[config.mk]
export PLATFORM = sky130hd
export DESIGN_NAME = id_stage
export DESIGN_NICKNAME = d
export VERILOG_FILES = /design/src/id_pkg.sv /design/src/id_ctrl_if.sv /design/src/id_decoder.sv /design/src/id_operand_mux.sv /design/src/id_ex_fsm.sv /design/src/id_stage.sv
export SDC_FILE = /design/constraint.sdc
export NUM_CORES = 1
export LEC_CHECK = 0
export BUFFER_PORTS_ARGS = -buffer_cell sky130_fd_sc_hd__buf_2
export CORE_AREA = 2 2 113 115
export CTS_CLUSTER_DIAMETER = 60
export CTS_CLUSTER_SIZE = 8
export DETAILED_ROUTE_END_ITERATION = 10
export DIE_AREA = 0 0 115 117
export GPL_ROUTABILITY_DRIVEN = 1
export PLACE_DENSITY = 0.54
export SLEW_MARGIN = 20
export SYNTH_ARGS = -nofsm -noshare
export SYNTH_HDL_FRONTEND = slang
export SYNTH_SLANG_ARGS = --single-unit
[constraint.sdc]
create_clock -name clk_i -period 4.3 [get_ports clk_i]
set_input_delay 0.215 -clock clk_i [delete_from_list [all_inputs] [get_ports clk_i]]
set_output_delay 0.215 -clock clk_i [all_outputs]
set_load 0.01 [all_outputs]
[src/id_pkg.sv]
/*
  Shared types and constants of the RV32I decode stage.
  Covers the base integer set only; no compressed, M or CSR encodings.
*/

package id_pkg;

  //////////////////////////////////////////////////
  // Widths
  //////////////////////////////////////////////////

  typedef logic [31:0] word_t;
  typedef logic [31:0] instr_t;
  typedef logic [4:0]  reg_addr_t;
  typedef logic [1:0]  lsu_type_t;

  // LSU access sizes
  localparam lsu_type_t LSU_WORD = 2'b00;
  localparam lsu_type_t LSU_HALF = 2'b01;
  localparam lsu_type_t LSU_BYTE = 2'b10;

  //////////////////////////////////////////////////
  // Major opcodes
  //////////////////////////////////////////////////

  localparam logic [6:0] OPC_OP     = 7'h33;
  localparam logic [6:0] OPC_OP_IMM = 7'h13;
  localparam logic [6:0] OPC_LOAD   = 7'h03;
  localparam logic [6:0] OPC_STORE  = 7'h23;
  localparam logic [6:0] OPC_BRANCH = 7'h63;
  localparam logic [6:0] OPC_JAL    = 7'h6f;
  localparam logic [6:0] OPC_JALR   = 7'h67;
  localparam logic [6:0] OPC_LUI    = 7'h37;
  localparam logic [6:0] OPC_AUIPC  = 7'h17;

  // Link offset and second-address step
  localparam word_t WORD_INCR = 32'd4;

  //////////////////////////////////////////////////
  // ALU operators and operand selects
  //////////////////////////////////////////////////

  typedef enum logic [3:0] {
    // Arithmetic and logic
    ALU_ADD, ALU_SUB, ALU_XOR, ALU_OR, ALU_AND,
    ALU_SLL, ALU_SRL, ALU_SRA, ALU_SLT, ALU_SLTU,
    // Branch comparisons
    ALU_EQ, ALU_NE, ALU_LT, ALU_GE, ALU_LTU, ALU_GEU
  } alu_op_e;

  typedef enum logic [1:0] {
    OP_A_REG_A,
    OP_A_LSU_ADDR,
    OP_A_CURRPC,
    OP_A_ZERO
  } op_a_sel_e;

  typedef enum logic {
    OP_B_REG_B,
    OP_B_IMM
  } op_b_sel_e;

  typedef enum logic [2:0] {
    IMM_B_I,
    IMM_B_S,
    IMM_B_B,
    IMM_B_U,
    IMM_B_J,
    IMM_B_INCR_PC,
    IMM_B_INCR_ADDR
  } imm_b_sel_e;

  // ID-EX state
  typedef enum logic {
    FIRST_CYCLE,
    MULTI_CYCLE
  } id_fsm_e;

endpackage

[src/id_ctrl_if.sv]
/*
  Decoded control bundle shared by decoder, operand mux and ID-EX FSM.
  All fields are combinational within the current cycle.
*/

`timescale 1ns/1ps

interface id_ctrl_if import id_pkg::*; ();

  // ALU setup from the decoder
  alu_op_e    alu_operator;
  op_a_sel_e  op_a_sel;
  op_b_sel_e  op_b_sel;
  imm_b_sel_e imm_b_sel;

  // Sign-extended immediates
  word_t      imm_i;
  word_t      imm_s;
  word_t      imm_b;
  word_t      imm_u;
  word_t      imm_j;

  // Instruction class flags
  logic       lsu_req_dec;
  logic       branch_in_dec;
  logic       jump_in_dec;
  logic       rf_we_dec;

  // Valid instruction in its first cycle, from the FSM
  logic       instr_first_cycle;

  modport decoder (
    output alu_operator, op_a_sel, op_b_sel, imm_b_sel,
    output imm_i, imm_s, imm_b, imm_u, imm_j,
    output lsu_req_dec, branch_in_dec, jump_in_dec, rf_we_dec,
    input  instr_first_cycle
  );

  modport operand (
    input op_a_sel, op_b_sel, imm_b_sel,
    input imm_i, imm_s, imm_b, imm_u, imm_j
  );

  modport fsm (
    input  lsu_req_dec, branch_in_dec, jump_in_dec, rf_we_dec,
    output instr_first_cycle
  );

endinterface

[src/id_decoder.sv]
/*
  RV32I decoder, purely combinational.
  illegal_insn_o is not qualified by instruction valid.
  Branches and jumps change their ALU setup after the first cycle.
*/

`timescale 1ns/1ps

module id_decoder import id_pkg::*; (
  input  instr_t          instr_rdata_i,
  output logic            illegal_insn_o,
  output reg_addr_t       rf_raddr_a_o,
  output reg_addr_t       rf_raddr_b_o,
  output reg_addr_t       rf_waddr_o,
  output logic            lsu_we_o,
  output lsu_type_t       lsu_type_o,
  output logic            lsu_sign_ext_o,
  id_ctrl_if.decoder      ctrl
);

  logic [6:0] opcode;
  logic [2:0] funct3;
  logic [6:0] funct7;
  alu_op_e    cmp_op;

  assign opcode = instr_rdata_i[6:0];
  assign funct3 = instr_rdata_i[14:12];
  assign funct7 = instr_rdata_i[31:25];

  // Register fields sit at fixed positions in every format
  assign rf_raddr_a_o = instr_rdata_i[19:15];
  assign rf_raddr_b_o = instr_rdata_i[24:20];
  assign rf_waddr_o   = instr_rdata_i[11:7];

  //////////////////////////////////////////////////
  // Immediates
  //////////////////////////////////////////////////

  assign ctrl.imm_i = {{20{instr_rdata_i[31]}}, instr_rdata_i[31:20]};
  assign ctrl.imm_s = {{20{instr_rdata_i[31]}}, instr_rdata_i[31:25], instr_rdata_i[11:7]};
  assign ctrl.imm_b = {{19{instr_rdata_i[31]}}, instr_rdata_i[31], instr_rdata_i[7],
                       instr_rdata_i[30:25], instr_rdata_i[11:8], 1'b0};
  assign ctrl.imm_u = {instr_rdata_i[31:12], 12'b0};
  assign ctrl.imm_j = {{12{instr_rdata_i[31]}}, instr_rdata_i[19:12], instr_rdata_i[20],
                       instr_rdata_i[30:21], 1'b0};

  //////////////////////////////////////////////////
  // Opcode decode
  //////////////////////////////////////////////////

  always_comb begin
    ctrl.alu_operator  = ALU_ADD;
    ctrl.op_a_sel      = OP_A_REG_A;
    ctrl.op_b_sel      = OP_B_REG_B;
    ctrl.imm_b_sel     = IMM_B_I;
    ctrl.lsu_req_dec   = 1'b0;
    ctrl.branch_in_dec = 1'b0;
    ctrl.jump_in_dec   = 1'b0;
    ctrl.rf_we_dec     = 1'b0;
    lsu_we_o           = 1'b0;
    lsu_type_o         = LSU_WORD;
    lsu_sign_ext_o     = 1'b0;
    illegal_insn_o     = 1'b0;
    cmp_op             = ALU_EQ;

    unique case (opcode)
      OPC_OP: begin
        ctrl.rf_we_dec = 1'b1;
        // Only funct7 of 0x00 and 0x20 exist in the base set
        unique case ({funct7, funct3})
          {7'h00, 3'b000}: ctrl.alu_operator = ALU_ADD;
          {7'h20, 3'b000}: ctrl.alu_operator = ALU_SUB;
          {7'h00, 3'b001}: ctrl.alu_operator = ALU_SLL;
          {7'h00, 3'b010}: ctrl.alu_operator = ALU_SLT;
          {7'h00, 3'b011}: ctrl.alu_operator = ALU_SLTU;
          {7'h00, 3'b100}: ctrl.alu_operator = ALU_XOR;
          {7'h00, 3'b101}: ctrl.alu_operator = ALU_SRL;
          {7'h20, 3'b101}: ctrl.alu_operator = ALU_SRA;
          {7'h00, 3'b110}: ctrl.alu_operator = ALU_OR;
          {7'h00, 3'b111}: ctrl.alu_operator = ALU_AND;
          default:         illegal_insn_o    = 1'b1;
        endcase
      end

      OPC_OP_IMM: begin
        ctrl.rf_we_dec = 1'b1;
        ctrl.op_b_sel  = OP_B_IMM;
        unique case (funct3)
          3'b000: ctrl.alu_operator = ALU_ADD;
          3'b010: ctrl.alu_operator = ALU_SLT;
          3'b011: ctrl.alu_operator = ALU_SLTU;
          3'b100: ctrl.alu_operator = ALU_XOR;
          3'b110: ctrl.alu_operator = ALU_OR;
          3'b111: ctrl.alu_operator = ALU_AND;
          3'b001: begin
            ctrl.alu_operator = ALU_SLL;
            illegal_insn_o    = (funct7 != 7'h00);
          end
          default: begin
            // Shift right, bit 30 picks arithmetic
            ctrl.alu_operator = funct7[5] ? ALU_SRA : ALU_SRL;
            illegal_insn_o    = (funct7 != 7'h00) && (funct7 != 7'h20);
          end
        endcase
      end

      OPC_LUI: begin
        ctrl.rf_we_dec = 1'b1;
        ctrl.op_a_sel  = OP_A_ZERO;
        ctrl.op_b_sel  = OP_B_IMM;
        ctrl.imm_b_sel = IMM_B_U;
      end

      OPC_AUIPC: begin
        ctrl.rf_we_dec = 1'b1;
        ctrl.op_a_sel  = OP_A_CURRPC;
        ctrl.op_b_sel  = OP_B_IMM;
        ctrl.imm_b_sel = IMM_B_U;
      end

      OPC_LOAD: begin
        // Address is rs1 plus I immediate
        ctrl.lsu_req_dec = 1'b1;
        ctrl.rf_we_dec   = 1'b1;
        ctrl.op_b_sel    = OP_B_IMM;
        lsu_sign_ext_o   = ~funct3[2];
        unique case (funct3)
          3'b000, 3'b100: lsu_type_o     = LSU_BYTE;
          3'b001, 3'b101: lsu_type_o     = LSU_HALF;
          3'b010:         lsu_type_o     = LSU_WORD;
          default:        illegal_insn_o = 1'b1;
        endcase
      end

      OPC_STORE: begin
        ctrl.lsu_req_dec = 1'b1;
        ctrl.op_b_sel    = OP_B_IMM;
        ctrl.imm_b_sel   = IMM_B_S;
        lsu_we_o         = 1'b1;
        unique case (funct3)
          3'b000:  lsu_type_o     = LSU_BYTE;
          3'b001:  lsu_type_o     = LSU_HALF;
          3'b010:  lsu_type_o     = LSU_WORD;
          default: illegal_insn_o = 1'b1;
        endcase
      end

      OPC_BRANCH: begin
        ctrl.branch_in_dec = 1'b1;
        unique case (funct3)
          3'b000:  cmp_op         = ALU_EQ;
          3'b001:  cmp_op         = ALU_NE;
          3'b100:  cmp_op         = ALU_LT;
          3'b101:  cmp_op         = ALU_GE;
          3'b110:  cmp_op         = ALU_LTU;
          3'b111:  cmp_op         = ALU_GEU;
          default: illegal_insn_o = 1'b1;
        endcase
        if (ctrl.instr_first_cycle) begin
          // Compare rs1 against rs2
          ctrl.alu_operator = cmp_op;
        end else begin
          // Target is PC plus B immediate
          ctrl.op_a_sel  = OP_A_CURRPC;
          ctrl.op_b_sel  = OP_B_IMM;
          ctrl.imm_b_sel = IMM_B_B;
        end
      end

      OPC_JAL, OPC_JALR: begin
        ctrl.jump_in_dec = 1'b1;
        ctrl.op_b_sel    = OP_B_IMM;
        illegal_insn_o   = (opcode == OPC_JALR) && (funct3 != 3'b000);
        if (ctrl.instr_first_cycle) begin
          // JAL target from PC, JALR target from rs1 plus I immediate
          if (opcode == OPC_JAL) begin
            ctrl.op_a_sel  = OP_A_CURRPC;
            ctrl.imm_b_sel = IMM_B_J;
          end
        end else begin
          // Link value written in the second cycle
          ctrl.op_a_sel  = OP_A_CURRPC;
          ctrl.imm_b_sel = IMM_B_INCR_PC;
          ctrl.rf_we_dec = 1'b1;
        end
      end

      default: illegal_insn_o = 1'b1;
    endcase
  end

endmodule

[src/id_operand_mux.sv]
/*
  ALU operand selection for the decode stage.
  A misaligned second access overrides the decoded selects.
*/

`timescale 1ns/1ps

module id_operand_mux import id_pkg::*; (
  input  word_t        pc_id_i,
  input  word_t        rf_rdata_a_i,
  input  word_t        rf_rdata_b_i,
  input  word_t        lsu_addr_last_i,
  input  logic         lsu_addr_incr_req_i,
  output word_t        alu_operand_a_o,
  output word_t        alu_operand_b_o,
  id_ctrl_if.operand   ctrl
);

  op_a_sel_e  op_a_sel;
  op_b_sel_e  op_b_sel;
  imm_b_sel_e imm_b_sel;
  word_t      imm_b;

  // Second half of a misaligned access is last address plus one word
  assign op_a_sel  = lsu_addr_incr_req_i ? OP_A_LSU_ADDR   : ctrl.op_a_sel;
  assign op_b_sel  = lsu_addr_incr_req_i ? OP_B_IMM        : ctrl.op_b_sel;
  assign imm_b_sel = lsu_addr_incr_req_i ? IMM_B_INCR_ADDR : ctrl.imm_b_sel;

  //////////////////////////////////////////////////
  // Immediate select
  //////////////////////////////////////////////////

  always_comb begin
    unique case (imm_b_sel)
      IMM_B_I:         imm_b = ctrl.imm_i;
      IMM_B_S:         imm_b = ctrl.imm_s;
      IMM_B_B:         imm_b = ctrl.imm_b;
      IMM_B_U:         imm_b = ctrl.imm_u;
      IMM_B_J:         imm_b = ctrl.imm_j;
      IMM_B_INCR_PC:   imm_b = WORD_INCR;
      IMM_B_INCR_ADDR: imm_b = WORD_INCR;
      default:         imm_b = WORD_INCR;
    endcase
  end

  // Operand A
  always_comb begin
    unique case (op_a_sel)
      OP_A_REG_A:    alu_operand_a_o = rf_rdata_a_i;
      OP_A_LSU_ADDR: alu_operand_a_o = lsu_addr_last_i;
      OP_A_CURRPC:   alu_operand_a_o = pc_id_i;
      default:       alu_operand_a_o = '0;
    endcase
  end

  // Operand B
  assign alu_operand_b_o = (op_b_sel == OP_B_IMM) ? imm_b : rf_rdata_b_i;

endmodule

[src/id_ex_fsm.sv]
/*
  ID-EX state machine for the two-stage pipeline.
  Loads, stores, taken branches and jumps take at least two cycles.
  An illegal instruction or a fetch error never executes.
*/

`timescale 1ns/1ps

module id_ex_fsm import id_pkg::*; (
  input  logic       clk_i,
  input  logic       rst_ni,
  input  logic       instr_valid_i,
  input  logic       instr_fetch_err_i,
  input  logic       illegal_insn_i,
  input  logic       branch_decision_i,
  input  logic       ex_valid_i,
  input  logic       lsu_valid_i,
  input  logic       lsu_busy_i,
  output logic       lsu_req_o,
  output logic       branch_set_o,
  output logic       jump_set_o,
  output logic       rf_we_o,
  output logic       instr_id_done_o,
  id_ctrl_if.fsm     ctrl
);

  id_fsm_e id_fsm_q;
  id_fsm_e id_fsm_d;
  logic    branch_set_d;
  logic    instr_executing;
  logic    multicycle_done;
  logic    stall_mem;
  logic    stall_branch;
  logic    stall_jump;

  // Still first cycle while the instruction is held
  assign ctrl.instr_first_cycle = instr_valid_i & (id_fsm_q == FIRST_CYCLE);

  assign instr_executing = instr_valid_i & ~instr_fetch_err_i & ~illegal_insn_i;

  // First cycle of a memory access always stalls
  // Then wait for LSU response
  assign stall_mem = instr_valid_i &
                     (lsu_busy_i | (ctrl.lsu_req_dec & (~lsu_valid_i | ctrl.instr_first_cycle)));

  assign multicycle_done = ctrl.lsu_req_dec ? lsu_valid_i : ex_valid_i;

  //////////////////////////////////////////////////
  // Next state and stalls
  //////////////////////////////////////////////////

  always_comb begin
    id_fsm_d     = id_fsm_q;
    stall_branch = 1'b0;
    stall_jump   = 1'b0;
    branch_set_d = 1'b0;

    if (instr_executing) begin
      unique case (id_fsm_q)
        FIRST_CYCLE: begin
          if (ctrl.lsu_req_dec) begin
            id_fsm_d = MULTI_CYCLE;
          end else if (ctrl.branch_in_dec) begin
            // Taken branch needs a second cycle for the target
            id_fsm_d     = branch_decision_i ? MULTI_CYCLE : FIRST_CYCLE;
            stall_branch = branch_decision_i;
            branch_set_d = branch_decision_i;
          end else if (ctrl.jump_in_dec) begin
            id_fsm_d   = MULTI_CYCLE;
            stall_jump = 1'b1;
          end
        end
        MULTI_CYCLE: begin
          // Hold state under back-pressure
          if (multicycle_done & ~stall_mem) begin
            id_fsm_d = FIRST_CYCLE;
          end else begin
            stall_branch = ctrl.branch_in_dec;
            stall_jump   = ctrl.jump_in_dec;
          end
        end
        default: id_fsm_d = FIRST_CYCLE;
      endcase
    end
  end

  always_ff @(posedge clk_i or negedge rst_ni) begin
    if (!rst_ni) begin
      id_fsm_q     <= FIRST_CYCLE;
      branch_set_o <= 1'b0;
    end else begin
      id_fsm_q     <= id_fsm_d;
      // Target is formed one cycle after the decision
      branch_set_o <= branch_set_d;
    end
  end

  //////////////////////////////////////////////////
  // Outputs
  //////////////////////////////////////////////////

  assign instr_id_done_o = instr_executing & ~(stall_mem | stall_branch | stall_jump);

  // Strobes only in the first executing cycle
  assign lsu_req_o  = instr_executing & ctrl.instr_first_cycle & ctrl.lsu_req_dec;
  assign jump_set_o = instr_executing & ctrl.instr_first_cycle & ctrl.jump_in_dec;

  assign rf_we_o = ctrl.rf_we_dec & instr_executing & instr_id_done_o;

endmodule

[src/id_stage.sv]
/*
  RV32I decode stage top for a two-stage core.
  No forwarding, hazard stalls or controller; illegal encodings are only flagged.
  Store data comes straight from register file port B.
*/

`timescale 1ns/1ps

module id_stage import id_pkg::*; (
  input  logic      clk_i,
  input  logic      rst_ni,

  // Instruction from IF-ID register
  input  logic      instr_valid_i,
  input  instr_t    instr_rdata_i,
  input  logic      instr_fetch_err_i,
  input  word_t     pc_id_i,

  // Register file
  output reg_addr_t rf_raddr_a_o,
  output reg_addr_t rf_raddr_b_o,
  input  word_t     rf_rdata_a_i,
  input  word_t     rf_rdata_b_i,
  output reg_addr_t rf_waddr_o,
  output logic      rf_we_o,

  // ALU
  output alu_op_e   alu_operator_o,
  output word_t     alu_operand_a_o,
  output word_t     alu_operand_b_o,

  // Execute and branch
  input  logic      branch_decision_i,
  input  logic      ex_valid_i,

  // LSU
  output logic      lsu_req_o,
  output logic      lsu_we_o,
  output lsu_type_t lsu_type_o,
  output logic      lsu_sign_ext_o,
  output word_t     lsu_wdata_o,
  input  logic      lsu_valid_i,
  input  logic      lsu_busy_i,
  input  logic      lsu_addr_incr_req_i,
  input  word_t     lsu_addr_last_i,

  // Status
  output logic      branch_set_o,
  output logic      jump_set_o,
  output logic      illegal_insn_o,
  output logic      instr_id_done_o
);

  id_ctrl_if i_ctrl_if ();

  assign alu_operator_o = i_ctrl_if.alu_operator;
  assign lsu_wdata_o    = rf_rdata_b_i;

  //////////////////////////////////////////////////
  // Decoder
  //////////////////////////////////////////////////

  id_decoder i_decoder (
    .instr_rdata_i  (instr_rdata_i),
    .illegal_insn_o (illegal_insn_o),
    .rf_raddr_a_o   (rf_raddr_a_o),
    .rf_raddr_b_o   (rf_raddr_b_o),
    .rf_waddr_o     (rf_waddr_o),
    .lsu_we_o       (lsu_we_o),
    .lsu_type_o     (lsu_type_o),
    .lsu_sign_ext_o (lsu_sign_ext_o),
    .ctrl           (i_ctrl_if)
  );

  // Operands
  id_operand_mux i_operand_mux (
    .pc_id_i             (pc_id_i),
    .rf_rdata_a_i        (rf_rdata_a_i),
    .rf_rdata_b_i        (rf_rdata_b_i),
    .lsu_addr_last_i     (lsu_addr_last_i),
    .lsu_addr_incr_req_i (lsu_addr_incr_req_i),
    .alu_operand_a_o     (alu_operand_a_o),
    .alu_operand_b_o     (alu_operand_b_o),
    .ctrl                (i_ctrl_if)
  );

  // ID-EX sequencing
  id_ex_fsm i_ex_fsm (
    .clk_i             (clk_i),
    .rst_ni            (rst_ni),
    .instr_valid_i     (instr_valid_i),
    .instr_fetch_err_i (instr_fetch_err_i),
    .illegal_insn_i    (illegal_insn_o),
    .branch_decision_i (branch_decision_i),
    .ex_valid_i        (ex_valid_i),
    .lsu_valid_i       (lsu_valid_i),
    .lsu_busy_i        (lsu_busy_i),
    .lsu_req_o         (lsu_req_o),
    .branch_set_o      (branch_set_o),
    .jump_set_o        (jump_set_o),
    .rf_we_o           (rf_we_o),
    .instr_id_done_o   (instr_id_done_o),
    .ctrl              (i_ctrl_if)
  );

endmodule

### After elaboration in Yosys (flattened, before gate mapping)

Cells that the tools add are included.
W data, S select, Z words.

* flip-flop bits (word level): 2
* bits of input ports: 169
* output and inout bits: 125
* logic and storage cells: 133

* equality and inequality tests: 32
* mux-type cells: 56
* bitwise operators: 23
* reduce and logical (&&, ||, !) cells: 20

Operators by type and width (count)
* $pmux W32 S5: 1
* $pmux W32 S3: 1
* $eq A10 B3 Y1 const B: 4
* $pmux W4 S9: 1
* $mux W32: 1
* $mux W1: 28
* $pmux W4 S7: 1
* $eq A7 B6 Y1 const B: 3
* $eq A7 B7 Y1 const B: 3
* $eq A10 B2 Y1 const B: 2
* $eq A10 B9 Y1 const B: 2
* $eq A3 B3 Y1 const B: 5
* $pmux W3 S5: 1
* $eq A7 B5 Y1 const B: 2
* $and A1 B1 Y1: 12
* $eq A3 B2 Y1 const B: 4
* $pmux W1 S2: 6
* $pmux W2 S2: 3
* $pmux W3 S4: 1
* $pmux W4 S3: 1
* $reduce_or A6 Y1: 2
* $eq A10 B1 Y1 const B: 1
* $logic_not A10 Y1: 1
* $mux W2: 5
* 21 further kinds: 40

### Depth between registers and ports, before layout

* depth after elaboration: 16
* mapped depth: 8
* depth with buffers taken out: 6

### Cells and area by module

Synthesis repeated with hierarchy kept, for this count alone.

* cells, all modules: 637
* area total of the unflattened synthesis: 4674.5 sq um

Modules (own cells, without submodules)
* id_operand_mux: times used 1, cells each 317, area each 2306.0 sq um, seq. area each 0.0 sq um
* id_decoder: times used 1, cells each 266, area each 1940.6 sq um, seq. area each 0.0 sq um
* id_stage: times used 1, cells each 32, area each 240.2 sq um, seq. area each 0.0 sq um
* id_ex_fsm: times used 1, cells each 22, area each 187.7 sq um, seq. area each 50.0 sq um

### Least setup slack after synthesis

No wires, ideal clock.

* kind: register -> output
* start point: register i_ex_fsm.id_fsm_q
* end point: output alu_operand_b_o[2]
* data arrival time: 1889 ps
* data required time: 4085 ps
* setup slack: 2196 ps
* stages on the path, launching flop included: 8
* buffers on the path: 1
* cell sequence: dfrtp_1 buf_2 and2b_4 o21ai_0 a21o_1 nor3_2 mux2_2 a21oi_1

* cells in the longest elaborated chain, start to end: 8
* elaborated cells on any way between the ends: 16
* those cells by class: eq/ne (4); mux (9); bitwise (2); reduce/logical (1)

Ends and longest elaborated chain
* from (decl): line id_ex_fsm.sv:27 `id_fsm_e id_fsm_q;`
* from (signal assigned): line id_ex_fsm.sv:92 `id_fsm_q <= id_fsm_d;`
* $not A1 Y1 *: line id_ex_fsm.sv:37 `assign ctrl.instr_first_cycle = instr_valid_i & (id_fsm_q == FIRST_CYCLE);`
* $and A1 B1 Y1 *: line id_ex_fsm.sv:37
* $mux W3 / $mux W2 (equally long branches): line id_decoder.sv:174, id_decoder.sv:159
* $pmux W3 S4: line id_decoder.sv:66 `unique case (opcode)`
* $mux W3: line id_operand_mux.sv:27 `assign imm_b_sel = lsu_addr_incr_req_i ? IMM_B_INCR_ADDR : ctrl.imm_b_sel;`
* $eq A3 B3 Y1 (tied with other cells): line id_operand_mux.sv:34 `unique case (imm_b_sel)`
* $pmux W32 S5: line id_operand_mux.sv:34
* $mux W32 *: line id_operand_mux.sv:57 `assign alu_operand_b_o = (op_b_sel == OP_B_IMM) ? imm_b : rf_rdata_b_i;`
* to (decl): line id_stage.sv:30 `output word_t alu_operand_b_o,`

Every way passes the cells marked *; elsewhere a longest branch is shown, timed or not.

### Final worst setup path

* start point: register i_ex_fsm.id_fsm_q
* end point: output alu_operand_b_o[20]

The elaborated chain is that of the path after synthesis.

==> results.sh <==
export IMPL_clock_latency_ps=220
export IMPL_synthesis_instances=332
export IMPL_hold_viol=0
export IMPL_post_route_min_period_ps=2700
export IMPL_maxSlewHeadroom=0.455
export IMPL_die_area_um2=13500
export IMPL_worstHoldPathType="in2reg"
export IMPL_core_area_um2=12300
export IMPL_antenna_found_initial=0
export IMPL_num_rows=41
export IMPL_drc_errors=0
export IMPL_power_mw=0.498
export IMPL_grt_pass1_wl_um=16600
export IMPL_cts_root_buf="clkbuf_16"
export IMPL_rsz0062_at_grt="no"
export IMPL_cts_tree="yes"
export IMPL_synth_area_um2=2290
export IMPL_synth_xor_xnor_area_share=0.00383
export IMPL_grt_max_degree=44
export IMPL_drt_wl_total_um=11900
export IMPL_synth_edf_count=0
export IMPL_dp_hpwl_um=10100
export IMPL_ys_types=62
export IMPL_clk_pin_slew_ps=30
export IMPL_pre_cts_ws_ps=1430
export IMPL_synth_compound_area_share=0.422
export IMPL_setup_viol=0
export IMPL_die_w_um=115
export IMPL_synthTopCellsByCount="buf_4, inv_1, a222oi_1"
export IMPL_internal_power_mw=0.294
export IMPL_cts_setup_buffers=0
export IMPL_numCtsBuffers=3
export IMPL_endpoint_kind="primary output"
export IMPL_start_kind="flip-flop"
export IMPL_p_sw_mw=0.204
export IMPL_cp_required_ps=4090
export IMPL_worst_ep_arrival_time_ps=2490
export IMPL_slew_violations=0
export IMPL_vdd_ir_drop_max_v=0.0000903
export IMPL_leakagePower_nw=2.01
export IMPL_switching_share=0.409
export IMPL_grt_pass1_vias=3037
export IMPL_pwr_share_seq=0.041
export IMPL_path_class="reg2out"
export IMPL_ant_nets=0
export IMPL_fmax_ghz=0.370
export IMPL_synth_fp_nets=501
export IMPL_synthFlopType="dfrtp_1"
export IMPL_synth_avg_cell_area_um2=6.89
export IMPL_ys_warn_count=0
export IMPL_clockBufferDepth=2
export IMPL_port_buffers=293
export IMPL_gp_congestion=0.826
export IMPL_async_flop_share=1.00
export IMPL_yosys_register_bits=2
export IMPL_synth_area_leaders="buf_4, a222oi_1, inv_1"
export IMPL_synth_most_common_cell="buf_4"
export IMPL_nets=727
export IMPL_crit_fanout=11
export IMPL_drive_above_1_share=0.576
export IMPL_setup_ws_ps=1600
export IMPL_yosys_mux_area_fraction=0.0142
export IMPL_vias=3485
export IMPL_die_height_um=117
export IMPL_fin_crit_sh=0.629
export IMPL_clkSinkCount=2
export IMPL_tightest_slew_ps=817
export IMPL_via_per_inst=4.94
export IMPL_status="complete, no violations"
export IMPL_wl_per_cell_um=16.9
export IMPL_synth_top_family_by_area="compound AO/OA/AOI/OAI gates"
export IMPL_start_util=0.186
export IMPL_cellPowerDensity_nw_per_um2=141
export IMPL_initialDrtViolationCount=282
export IMPL_cts_hold_buf=1
export IMPL_finalSetupTns_ps=0
export IMPL_synth_top_area_share=0.161
export IMPL_power_share_clock=0.279
export IMPL_combPwrFrac=0.680
export IMPL_ios=294
export IMPL_syn2layout_area_growth_pct=55.0
export IMPL_synth_fa_ha_area_frac=0
export IMPL_diodes=0
export IMPL_grt_overflow=0
export IMPL_cts_resized=0
export IMPL_synth_seq_area_share=0.0219
export IMPL_grt_usage=0.157
export IMPL_cap_violations=0
export IMPL_skew_ps=3.00
export IMPL_first_pass_iters=7
export IMPL_ctsHtreeMaxLevel=1
export IMPL_yosysTopAreaCell="buf_4"
export IMPL_synth_simple_gate_area_frac=0.251
-- sequential cells by signal (all words and copies together), names as in the netlist --
| register | cells |
|---|---|
| i_ex_fsm.branch_set_o | 1 |
| i_ex_fsm.id_fsm_q | 1 |
-- cell type report --
class / instances / area [um2]
Fill cell: 1389 / 8770
Multi-Input combinational cell: 216 / 1580
Timing Repair Buffer: 297 / 1510
Tap cell: 150 / 188
Inverter: 38 / 143
Clock buffer: 3 / 75.1
Sequential cell: 2 / 50.0
-- power groups by stage --
stage	logic, mW	clock network [mW]	registers, mW
3_3_place_gp	0.336	0	0.0205
4_1_cts	0.340	0.141	0.0203
2_1_floorplan	0.191	0	0.0196
6_report	0.339	0.139	0.0203
3_5_place_dp	0.337	0	0.0205
5_1_grt	0.373	0.142	0.0204
-- worst max-delay path, cell delays in order, from the launching register on --
cell and delay, ps:
dfrtp_1 460, and2b_4 360, o21ai_0 130, a21oi_1 330
nand3_2 170, a21boi_2 450, a221o_1 230, buf_2 140
-- stage by stage --
stage	instances	util	area, um2	hold WS, ps
after global routing	706	0.288	3540	304
final	706	0.288	3540	257
after floorplan	332	-	2290	-80.6
after detailed placement	701	0.280	3440	3.27
after global placement	701	0.280	3440	-1.39
after CTS	705	0.287	3530	255
-- cell families (layout without fill, tap and decap cells) --
group,count (synthesis),in the layout
xor+xnor,1,1
buf+inv,114,338
mux,3,3
simple gates,92,92
compound gates,120,120
flops,2,2
-- layout by cell type (no fill, tap or decap), types with 9 or more instances in the layout --
cell type and instances:
a21oi_1 15, nor2_1 13, o21ai_0 21, inv_1 38, nand2_1 26, a222oi_1 32
a22o_1 9, buf_2 293, a221o_1 12
-- layer usage --
| metal | track usage | routed length [um] | vias up |
|---|---|---|---|
| li1 | - | - | 1681 |
| met1 | 0.205 | 4920 | 1620 |
| met2 | 0.289 | 6230 | 180 |
| met3 | 0.0149 | 767 | 4 |
| met4 | 0.0129 | 31 | 0 |
| met5 | 0 | 0 | - |
-- path summary, 6_finish.rpt --
path / depth (start not counted) / to / slack (ps) / start
max in group asynchronous: 2 / i_ex_fsm.id_fsm_q$_DFFE_PN0P_ / 3890 / rst_ni
setup reg to reg: 1 / i_ex_fsm.branch_set_o$_DFF_PN0_ / 3340 / i_ex_fsm.id_fsm_q$_DFFE_PN0P_
setup / recovery: 7 / alu_operand_b_o[20] / 1600 / i_ex_fsm.id_fsm_q$_DFFE_PN0P_
hold reg to reg: 1 / i_ex_fsm.branch_set_o$_DFF_PN0_ / 650 / i_ex_fsm.id_fsm_q$_DFFE_PN0P_
min in group asynchronous: 2 / i_ex_fsm.branch_set_o$_DFF_PN0_ / 310 / rst_ni
hold / removal: 3 / i_ex_fsm.id_fsm_q$_DFFE_PN0P_ / 260 / lsu_busy_i
(Power assumes the default switching activity.)
